--- config.mk ---
export PLATFORM = sky130hd
export DESIGN_NAME = hazardCore
export DESIGN_NICKNAME = d
export VERILOG_FILES = /design/src/rtl/hazardPkg.sv /design/src/rtl/hazardCore.sv /design/src/rtl/hazardConfig.sv /design/src/rtl/stallControl.sv /design/src/rtl/bypassSelect.sv /design/src/rtl/pipeStage.sv
export VERILOG_INCLUDE_DIRS = /design/src /design/src/rtl
export SDC_FILE = /design/constraint.sdc
export NUM_CORES = 1
export LEC_CHECK = 0
export BUFFER_PORTS_ARGS = -buffer_cell sky130_fd_sc_hd__buf_2
export CAP_MARGIN = 20
export CORE_MARGIN = 2
export CORE_UTILIZATION = 47
export DETAILED_ROUTE_END_ITERATION = 8
export PLACE_DENSITY = 0.71
export SLEW_MARGIN = 20
export SYNTH_ARGS = -nofsm -noshare
export SYNTH_HDL_FRONTEND = slang
export SYNTH_SLANG_ARGS = --single-unit
--- constraint.sdc ---
create_clock -name clk -period 3.6 [get_ports clk]
set_input_delay 0.18 -clock clk [delete_from_list [all_inputs] [get_ports clk]]
set_output_delay 0.18 -clock clk [all_outputs]
set_load 0.01 [all_outputs]
--- src/rtl/hazard_settings.svh ---
`ifndef HAZARD_SETTINGS_SVH
`define HAZARD_SETTINGS_SVH

// Register file address width
`define REG_ADDR_W 5

// Data-stall counter, also the config data width
`define STALL_CNT_W 16

// Config port addresses
`define CFG_ADDR_MASK 1'b0
`define CFG_ADDR_COUNT 1'b1

// Reset value of the bypass mask, all sources on
`define BYPASS_MASK_RST 3'b111

`endif
--- src/rtl/hazardPkg.sv ---
`include "hazard_settings.svh"

package hazardPkg;

	typedef logic [`REG_ADDR_W-1:0] regAddrT;

	typedef enum logic [1:0] {
		FWD_NONE = 2'b00,
		FWD_EX   = 2'b01,
		FWD_MEM1 = 2'b10,
		FWD_MEM2 = 2'b11
	} fwdSelT;

	// ID to EX slot
	typedef struct packed {
		logic    valid;
		regAddrT rd;
		logic    rfWr;
		logic    isLoad;
	} decodeInfoT;

	// EX to MEM1 and MEM1 to MEM2 slots
	typedef struct packed {
		logic    valid;
		regAddrT rd;
		logic    rfWr;
		logic    isLoad;
	} writeInfoT;

	// A slot writing a nonzero register that an ID operand reads
	function automatic logic regHit(input logic valid, input logic rfWr,
			input regAddrT rd, input regAddrT op);
		return valid && rfWr && (rd != '0) && (rd == op);
	endfunction

endpackage

--- src/rtl/hazardCore.sv ---
`include "hazard_settings.svh"

module hazardCore
	import hazardPkg::*;
(
	input  logic                    clk,
	input  logic                    rstN,
	input  logic                    idValid,
	input  regAddrT                 idRs,
	input  regAddrT                 idRt,
	input  regAddrT                 idRd,
	input  logic                    idRfWr,
	input  logic                    idLoad,
	input  logic                    idBranch,
	input  logic                    iCacheDataOk,
	input  logic                    dCacheEn,
	input  logic                    dCacheDataOk,
	input  logic                    memFlush,
	input  logic                    cfgWr,
	input  logic                    cfgAddr,
	input  logic [`STALL_CNT_W-1:0] cfgWrData,
	output logic [`STALL_CNT_W-1:0] cfgRdData,
	output logic                    pcWr,
	output logic                    ifIdWr,
	output logic                    idExWr,
	output logic                    exMem1Wr,
	output logic                    mem1Mem2Wr,
	output logic                    bubbleSel,
	output fwdSelT                  rsFwdSel,
	output fwdSelT                  rtFwdSel
);

	decodeInfoT idInfo;
	decodeInfoT exInfo;
	writeInfoT  exOut;
	writeInfoT  mem1Info;
	writeInfoT  mem2Info;
	logic [2:0] bypassMask;
	logic       rsBlocked;
	logic       rtBlocked;
	logic       dataStall;

	// Empty payload when ID holds nothing
	assign idInfo = idValid ? '{valid: 1'b1, rd: idRd, rfWr: idRfWr, isLoad: idLoad}
		: decodeInfoT'('0);

	assign exOut = '{valid: exInfo.valid, rd: exInfo.rd, rfWr: exInfo.rfWr,
		isLoad: exInfo.isLoad};

	pipeStage #(.payloadT(decodeInfoT)) exSlot (
		.clk(clk), .rstN(rstN), .load(idExWr), .kill(bubbleSel | memFlush),
		.din(idInfo), .dout(exInfo)
	);

	pipeStage #(.payloadT(writeInfoT)) mem1Slot (
		.clk(clk), .rstN(rstN), .load(exMem1Wr), .kill(memFlush),
		.din(exOut), .dout(mem1Info)
	);

	pipeStage #(.payloadT(writeInfoT)) mem2Slot (
		.clk(clk), .rstN(rstN), .load(mem1Mem2Wr), .kill(1'b0), // Past the flush point
		.din(mem1Info), .dout(mem2Info)
	);

	bypassSelect u_bypassSelect (
		.idRs(idRs), .idRt(idRt),
		.exInfo(exInfo), .mem1Info(mem1Info), .mem2Info(mem2Info),
		.bypassMask(bypassMask),
		.rsFwdSel(rsFwdSel), .rtFwdSel(rtFwdSel),
		.rsBlocked(rsBlocked), .rtBlocked(rtBlocked)
	);

	stallControl u_stallControl (
		.idRs(idRs), .idRt(idRt), .idBranch(idBranch),
		.exInfo(exInfo), .mem1Info(mem1Info),
		.rsBlocked(rsBlocked), .rtBlocked(rtBlocked),
		.iCacheDataOk(iCacheDataOk), .dCacheEn(dCacheEn),
		.dCacheDataOk(dCacheDataOk), .memFlush(memFlush),
		.pcWr(pcWr), .ifIdWr(ifIdWr), .idExWr(idExWr),
		.exMem1Wr(exMem1Wr), .mem1Mem2Wr(mem1Mem2Wr),
		.bubbleSel(bubbleSel), .dataStall(dataStall)
	);

	hazardConfig u_hazardConfig (
		.clk(clk), .rstN(rstN),
		.cfgWr(cfgWr), .cfgAddr(cfgAddr),
		.cfgWrData(cfgWrData), .cfgRdData(cfgRdData),
		.dataStall(dataStall), .bypassMask(bypassMask)
	);

endmodule

--- src/rtl/hazardConfig.sv ---
`include "hazard_settings.svh"

module hazardConfig (
	input  logic                    clk,
	input  logic                    rstN,
	input  logic                    cfgWr,
	input  logic                    cfgAddr,
	input  logic [`STALL_CNT_W-1:0] cfgWrData,
	output logic [`STALL_CNT_W-1:0] cfgRdData,
	input  logic                    dataStall,
	output logic [2:0]              bypassMask
);

	logic [`STALL_CNT_W-1:0] stallCount;
	logic                    countFull;
	logic                    maskWr;
	logic                    countWr;

	assign maskWr    = cfgWr && (cfgAddr == `CFG_ADDR_MASK);
	assign countWr   = cfgWr && (cfgAddr == `CFG_ADDR_COUNT);
	assign countFull = &stallCount;

	// Bit 0 EX, bit 1 MEM1, bit 2 MEM2
	always_ff @(posedge clk or negedge rstN) begin
		if (!rstN)
			bypassMask <= `BYPASS_MASK_RST;
		else if (maskWr)
			bypassMask <= cfgWrData[2:0];
	end

	always_ff @(posedge clk or negedge rstN) begin
		if (!rstN) begin
			stallCount <= '0;
		end else if (countWr) begin
			stallCount <= '0; // Any write clears
		end else if (dataStall && !countFull) begin
			stallCount <= stallCount + 1'b1; // Sticks at max
		end
	end

	always_comb begin
		if (cfgAddr == `CFG_ADDR_MASK)
			cfgRdData = {{(`STALL_CNT_W - 3){1'b0}}, bypassMask};
		else
			cfgRdData = stallCount;
	end

endmodule

--- src/rtl/stallControl.sv ---
module stallControl
	import hazardPkg::*;
(
	input  regAddrT    idRs,
	input  regAddrT    idRt,
	input  logic       idBranch,
	input  decodeInfoT exInfo,
	input  writeInfoT  mem1Info,
	input  logic       rsBlocked,
	input  logic       rtBlocked,
	input  logic       iCacheDataOk,
	input  logic       dCacheEn,
	input  logic       dCacheDataOk,
	input  logic       memFlush,
	output logic       pcWr,
	output logic       ifIdWr,
	output logic       idExWr,
	output logic       exMem1Wr,
	output logic       mem1Mem2Wr,
	output logic       bubbleSel,
	output logic       dataStall
);

	logic exHit;
	logic mem1Hit;
	logic exLoadUse;
	logic mem1LoadUse;
	logic branchUse;
	logic dataHazard;
	logic cacheWait;

	assign exHit = regHit(exInfo.valid, exInfo.rfWr, exInfo.rd, idRs) ||
		regHit(exInfo.valid, exInfo.rfWr, exInfo.rd, idRt);
	assign mem1Hit = regHit(mem1Info.valid, mem1Info.rfWr, mem1Info.rd, idRs) ||
		regHit(mem1Info.valid, mem1Info.rfWr, mem1Info.rd, idRt);

	assign exLoadUse   = exHit && exInfo.isLoad; // Load data not back yet
	assign mem1LoadUse = mem1Hit && mem1Info.isLoad;
	assign branchUse   = idBranch && exHit; // Compare sits in ID

	assign dataHazard = exLoadUse || mem1LoadUse || branchUse || rsBlocked || rtBlocked;
	assign cacheWait  = !iCacheDataOk || (dCacheEn && !dCacheDataOk);

	// Only cycles where the data hazard really freezes the front
	assign dataStall = dataHazard && !memFlush && !cacheWait;

	always_comb begin
		if (memFlush) begin
			pcWr       = 1'b1;
			ifIdWr     = 1'b1;
			idExWr     = 1'b1;
			exMem1Wr   = 1'b1;
			mem1Mem2Wr = 1'b1;
			bubbleSel  = 1'b0;
		end else if (cacheWait) begin
			pcWr       = 1'b0; // Whole pipe holds
			ifIdWr     = 1'b0;
			idExWr     = 1'b0;
			exMem1Wr   = 1'b0;
			mem1Mem2Wr = 1'b0;
			bubbleSel  = 1'b1;
		end else if (dataHazard) begin
			pcWr       = 1'b0; // Freeze front, drain back
			ifIdWr     = 1'b0;
			idExWr     = 1'b1;
			exMem1Wr   = 1'b1;
			mem1Mem2Wr = 1'b1;
			bubbleSel  = 1'b1;
		end else begin
			pcWr       = 1'b1;
			ifIdWr     = 1'b1;
			idExWr     = 1'b1;
			exMem1Wr   = 1'b1;
			mem1Mem2Wr = 1'b1;
			bubbleSel  = 1'b0;
		end
	end

endmodule

--- src/rtl/bypassSelect.sv ---
module bypassSelect
	import hazardPkg::*;
(
	input  regAddrT    idRs,
	input  regAddrT    idRt,
	input  decodeInfoT exInfo,
	input  writeInfoT  mem1Info,
	input  writeInfoT  mem2Info,
	input  logic [2:0] bypassMask,
	output fwdSelT     rsFwdSel,
	output fwdSelT     rtFwdSel,
	output logic       rsBlocked,
	output logic       rtBlocked
);

	logic [2:0] rsHits;
	logic [2:0] rtHits;

	// Newest enabled source wins
	function automatic fwdSelT pickSel(input logic [2:0] hits, input logic [2:0] mask);
		logic [2:0] usable;
		usable = hits & mask;
		if (usable[0])
			return FWD_EX;
		else if (usable[1])
			return FWD_MEM1;
		else if (usable[2])
			return FWD_MEM2;
		else
			return FWD_NONE;
	endfunction

	// Newest raw match has its source switched off
	function automatic logic firstBlocked(input logic [2:0] hits, input logic [2:0] mask);
		if (hits[0])
			return !mask[0];
		else if (hits[1])
			return !mask[1];
		else if (hits[2])
			return !mask[2];
		else
			return 1'b0;
	endfunction

	// Bit 0 EX, bit 1 MEM1, bit 2 MEM2
	assign rsHits = {regHit(mem2Info.valid, mem2Info.rfWr, mem2Info.rd, idRs),
		regHit(mem1Info.valid, mem1Info.rfWr, mem1Info.rd, idRs),
		regHit(exInfo.valid, exInfo.rfWr, exInfo.rd, idRs)};
	assign rtHits = {regHit(mem2Info.valid, mem2Info.rfWr, mem2Info.rd, idRt),
		regHit(mem1Info.valid, mem1Info.rfWr, mem1Info.rd, idRt),
		regHit(exInfo.valid, exInfo.rfWr, exInfo.rd, idRt)};

	assign rsFwdSel  = pickSel(rsHits, bypassMask);
	assign rtFwdSel  = pickSel(rtHits, bypassMask);
	assign rsBlocked = firstBlocked(rsHits, bypassMask);
	assign rtBlocked = firstBlocked(rtHits, bypassMask);

endmodule

--- src/rtl/pipeStage.sv ---
module pipeStage #(
	parameter type payloadT = logic [7:0]
) (
	input  logic    clk,
	input  logic    rstN,
	input  logic    load,
	input  logic    kill,
	input  payloadT din,
	output payloadT dout
);

	always_ff @(posedge clk or negedge rstN) begin
		if (!rstN) begin
			dout <= payloadT'('0); // Empty slot
		end else if (load) begin
			if (kill)
				dout <= payloadT'('0); // Bubble or flush
			else
				dout <= din;
		end
	end

endmodule

Yosys cells after proc, flatten, opt, wreduce, memory -nomap -nowiden
Cells that the tools add are included.

Flip-flop bits (word level): 42. Input port bits: 43.

Add/subtract/negate cells: 1. Equal/unequal tests: 6. Muxes and demuxes: 26. Bitwise gates (word level): 4. Reductions and logical operators: 41.

Operator list (number): $mux W16 (3); $eq A5 B5 Y1 (6); $mux W8 (3); $logic_and A1 B1 Y1 (21); $add A16 B1 Y16 const B (1); $reduce_and A16 Y1 (1); $reduce_bool A5 Y1 (3); $mux W1 (14); $mux W2 (6); $logic_not A1 Y1 (8); $logic_or A1 B1 Y1 (7); $and A3 B3 Y3 (2); $reduce_bool A2 Y1 (1); $not A1 Y1 (1); $or A1 B1 Y1 (1).

Depth between registers and ports, before layout
Depth after elaboration: 14. Depth in mapped cells: 11. Gate-level depth less buffers: 8.

Cells and area by module
Synthesis repeated with hierarchy kept, for this count alone.

Cell total of the unflattened synthesis: 359. Area total of the unflattened synthesis: 3135.5 um^2.

Modules (own cells, without submodules): hazardConfig (times used 1, cells each 126, area an instance 1159.9 um^2); pipeStage (times used 3, cells each 33, area an instance 341.6 um^2); bypassSelect (times used 1, cells each 75, area an instance 538.0 um^2); stallControl (times used 1, cells each 50, area an instance 359.1 um^2); hazardCore (times used 1, cells each 9, area an instance 53.8 um^2).

Worst setup path before layout
OpenSTA, ideal clock, no wires.

Kind: reg2reg. From: register mem1Slot.dout[3] (netlist name). To: register u_hazardConfig.stallCount[1]. Setup time: 132 ps. Arrival time: 2370 ps. Data required time: 3468 ps. Slack: 1098 ps. Stages on the path, launching flop included: 11. Buffers on the path: 2. Clock period less this slack: 2502 ps. Cells stage by stage: dfrtp_1 > or4_1 > a21oi_2 > nor4_1 > a311oi_1 > nor4_2 > a211oi_2 > buf_4 > buf_6 > mux2i_1 > nor2_1.

Word-level cells in the longest chain between the ends: 13.

RTL lines: from (decl) (RTL line pipeStage.sv:9) `output payloadT dout`; from (signal assigned) (RTL line pipeStage.sv:14) `dout <= payloadT'('0);`; from (signal assigned) (RTL line pipeStage.sv:17) `dout <= payloadT'('0);`; from (signal assigned) (RTL line pipeStage.sv:19) `dout <= din;`; $reduce_bool A5 Y1 (RTL line hazardPkg.sv:33) `return valid && rfWr && (rd != '0) && (rd == op);`; $logic_and A1 B1 Y1 (2 in series) (RTL line hazardPkg.sv:33); $logic_or A1 B1 Y1 (RTL line stallControl.sv:34) `assign mem1Hit = regHit(mem1Info.valid, mem1Info.rfWr, mem1Info.rd, idRs) ||`; $logic_and A1 B1 Y1 (RTL line stallControl.sv:38) `assign mem1LoadUse = mem1Hit && mem1Info.isLoad;`; $logic_or A1 B1 Y1 (3 in series) (RTL line stallControl.sv:41) `assign dataHazard = exLoadUse || mem1LoadUse || branchUse || rsBlocked || rtBlocked;`; $logic_or A1 B1 Y1 * (RTL line stallControl.sv:41); $logic_and A1 B1 Y1 * (2 in series) (RTL line stallControl.sv:45) `assign dataStall = dataHazard && !memFlush && !cacheWait;`; $logic_and A1 B1 Y1 * (RTL line hazardConfig.sv:36) `end else if (dataStall && !countFull) begin`; $reduce_bool A2 Y1 (no source line) *; to (signal assigned) (RTL line hazardConfig.sv:37) `stallCount <= stallCount + 1'b1;`; to (decl) (RTL line hazardConfig.sv:14) `` logic [`STALL_CNT_W-1:0] stallCount; ``.

Mark *: on every way between the ends. The rest lies on a longest branch, timed or not. A chain may end at the register's enable or synchronous reset.

Worst setup path after layout
From: register exSlot.dout[2] (netlist name). To: output port bubbleSel.

Word-level cells in the longest chain between the ends: 12.

RTL lines: from (decl) (RTL line pipeStage.sv:9); from (signal assigned) (RTL line pipeStage.sv:14); from (signal assigned) (RTL line pipeStage.sv:17); from (signal assigned) (RTL line pipeStage.sv:19); $reduce_bool A5 Y1 (RTL line hazardPkg.sv:33); $logic_and A1 B1 Y1 (2 in series) (RTL line hazardPkg.sv:33); $logic_or A1 B1 Y1 (RTL line stallControl.sv:32) `assign exHit = regHit(exInfo.valid, exInfo.rfWr, exInfo.rd, idRs) ||`; $logic_and A1 B1 Y1 (RTL line stallControl.sv:37) `assign exLoadUse = exHit && exInfo.isLoad;`; $logic_or A1 B1 Y1 (3 in series) (RTL line stallControl.sv:41); $logic_or A1 B1 Y1 * (RTL line stallControl.sv:41); $mux W1 * (RTL line stallControl.sv:62) `end else if (dataHazard) begin`; $mux W1 * (RTL line stallControl.sv:55) `end else if (cacheWait) begin`; $mux W1 * (RTL line stallControl.sv:48) `if (memFlush) begin`; to (decl) (RTL line hazardCore.sv:28) `output logic bubbleSel,`.

Marked as above.

==> impl_metrics.toml <==
[status]
status = "complete, no violations"

[clock_tree]
cts_hold_buf = 0
clk_path_buf_depth = 2
clk_pin_slew_worst_paths_ns = 0.09
numClockSinks = 42
clk-insertion-delay-late_ns = 0.30
post-cts-setup-buffer-count = 0
cts_resized = 0
cts.htree.levels = 2
numCtsBuffers = 5
cts-root-buf = "clkbuf_8"
cts_tree = "done"

[synth]
ys_async_sr_fraction_pct = 100.0
synth_cells = 280
ys_ff_latch = 42
synth_ff_type = "dfrtp_1"
synth_top_area_share_pct = 37.68
syn_nets = 324
yosysTopAreaCell = "dfrtp_1"
syn_avg_cell_area_sq_um = 9.250
ys_seq_area_share_pct = 40.72
yosysUniqueCellTypes = 47
syn_area_sq_mm = 0.002590
yosys-top-cells-area = "dfrtp_1, xnor2_1, mux2_2"
yosys_warnings = 0
synth_edf_count = 0

[worst_hold_path]
hp-class = "input pin to async pin"

[drt]
drc = 0
vias = 2240
drt_iter0_markers = 109
viasPerCell = 5.558
wl_per_cell_um = 15.11
dr.pass1.iters = 4
antenna_left = 0
wirelength_um = 6088

[floorplanning]
die_h_um = 78.24
die_w_um = 78.24
num_rows = 27
pin_count = 69
core_region_area_sq_mm = 0.005405
initial_core_util_pct = 47.92
die_area_sq_mm = 0.006121

[sta]
tightest_slew_ns = 0.9543
fmaxAchievable_mhz = 333.3
post-route-period-util_pct = 83.34
holdWs_ns = 0.03047
hold_violations = 0
fin_crit_ns = 3.000
rsz0062_at_grt = "false"
fin_skew_ns = 0.01446
finalSetupTns_ns = 0
drv_slew = 0
setup_viol = 0
max-slew-margin-rel_pct = 36.38

[setup_path]
path_class = "register to primary output"
worstPathMaxFanout = 5
cp.arrival_ns = 2.82
cp-end-kind = "primary output"
startpoint_type = "register"
crit_required_ns = 3.42

[cells_and_area]
drive_gt1_share_pct = 27.19
n_antenna_cell = 0
area_growth_pct = 15.85
finalNetCount = 374

[grt]
grtUsageTotal_pct = 20.39
grt_overflow = 0
grt_first_pass_wirelength_um = 9873
grt_pass1_vias = 2013
antenna_found_initial = 0
grt_max_degree = 43

[placement]
place.gp.congestion = 0.8233
place_hpwl_um = 4422
portBuffers = 55

[run]
drv_cap = 0

[power_and_ir_drop]
vdd_drop_max_mv = 0.2009
powerDensity_mw_per_mm2 = 331.4
leakage_nw = 1.349
## stage by stage
step / std cells / util, % / power [W] / area, sq um / worst slack (ns)
finish: 403 / 55.51 / 0.0009944 / 3000 / 0.5997
global route: 403 / 55.51 / 0.001040 / 3000 / 0.4189
CTS: 403 / 55.51 / 0.001010 / 3000 / 0.6335
detailed placement: 395 / 53.47 / 0.0006285 / 2890 / 0.6920
global placement: 395 / 53.47 / 0.0006254 / 2890 / 0.7843
floorplan: 280 / - / 0.0005760 / 2590 / 1.098
## worst max-delay path, stage by stage (launching register included)
cell,delay [ns]
dfrtp_1,0.46
or4_1,0.56
o211ai_2,0.21
nor4_1,0.15
a211oi_1,0.30
a311oi_2,0.11
nor3_1,0.37
a21o_1,0.20
inv_1,0.04
buf_2,0.13
## area by class of cell
cell class | count | area (sq um)
inverters | 5 | 18.77
clock inverters | 2 | 37.54
flip-flops and latches | 42 | 1055
repair buffers | 58 | 297.8
well taps | 72 | 90.09
clock buffers | 6 | 72.57
fillers | 515 | 2405
multi-input cells | 218 | 1429
## synth_stat cells (all sizes together) (2+ instances only)
library cell  instances
xor2                 10
clkbuf                7
nor2                 10
and4                  3
nor3                  5
a21oi                24
or4                   5
buf                   8
a31o                  2
o31ai                 3
nor4                  4
and2                 19
dfstp                 3
a21o                  2
o21ai                13
inv                   5
nand2b                2
a311oi                2
a22o                  7
mux2                 13
nand3                11
nand2                33
and3                  2
o211ai                2
or3                  12
dfrtp                39
nand4                 4
xnor2                19
a211oi                2
## flip-flops by register name, summed over array words and instances (netlist names)
register and cells:
exSlot.dout 8, mem1Slot.dout 8, mem2Slot.dout 7, u_hazardConfig.bypassMask 3, u_hazardConfig.stallCount 16
## layer usage
metal / GRT usage, % / up-vias / part of all wire [%] / wire [um]
li1: - / 1099 / - / -
met1: 28.96 / 1064 / 47 / 2836
met2: 32.07 / 71 / 46 / 2823
met3: 3.333 / 6 / 5.9 / 357
met4: 6.316 / 0 / 1.1 / 70
met5: 0 / - / 0 / 0
## path summary, 6_finish.rpt
kind	startpoint	cells after the start	slack, ns	to
setup / recovery	exSlot.dout[2]$_DFFE_PN0P_	9	0.60	bubbleSel
hold / removal	rstN	1	0.03	mem2Slot.dout[1]$_DFFE_PN0P_
setup reg to reg	exSlot.dout[2]$_DFFE_PN0P_	9	0.62	u_hazardConfig.stallCount[14]$_DFFE_PN0P_
hold reg to reg	mem2Slot.dout[1]$_DFFE_PN0P_	1	0.52	mem2Slot.dout[1]$_DFFE_PN0P_
max in group asynchronous	rstN	1	2.98	mem1Slot.dout[5]$_DFFE_PN0P_
min in group clk	idRd[0]	2	0.10	exSlot.dout[2]$_DFFE_PN0P_
## placed cells by master, fill, tap and decap left out, types with 4 or more instances in the layout
cell      instances
a21oi_1          23
o21ai_0           6
buf_2            55
inv_1             5
o21ai_1           7
mux2_2           13
xor2_1           10
nand4_1           4
nand3_1          11
a22o_1            7
or3_1            12
nor3_1            5
nor2_1           10
or4_1             5
clkbuf_8          5
nand2_1          33
and2_1           19
dfrtp_1          39
xnor2_1          19
## cell families after synthesis
| kind of cell | synth area share, % |
|---|---|
| AND/OR/NAND/NOR | 23.19 |
| flip-flops | 40.72 |
| buffers and inverters | 4.106 |
| XOR/XNOR | 9.807 |
| multiplexers | 6.039 |
| adder cells (fa/ha/maj) | 0.4830 |
| AO/OA/AOI/OAI | 15.65 |
## report_power, final
group / leakage (nW) / total, W / switching (W) / internal (W)
logic: 0.724 / 0.000115 / 0.0000637 / 0.0000508
clock network: 0.0514 / 0.000376 / 0.000169 / 0.000207
registers: 0.573 / 0.000504 / 0.0000168 / 0.000487
total: 1.35 / 0.000994 / 0.000249 / 0.000745
No activity file was read; power rests on OpenSTA's default activity.
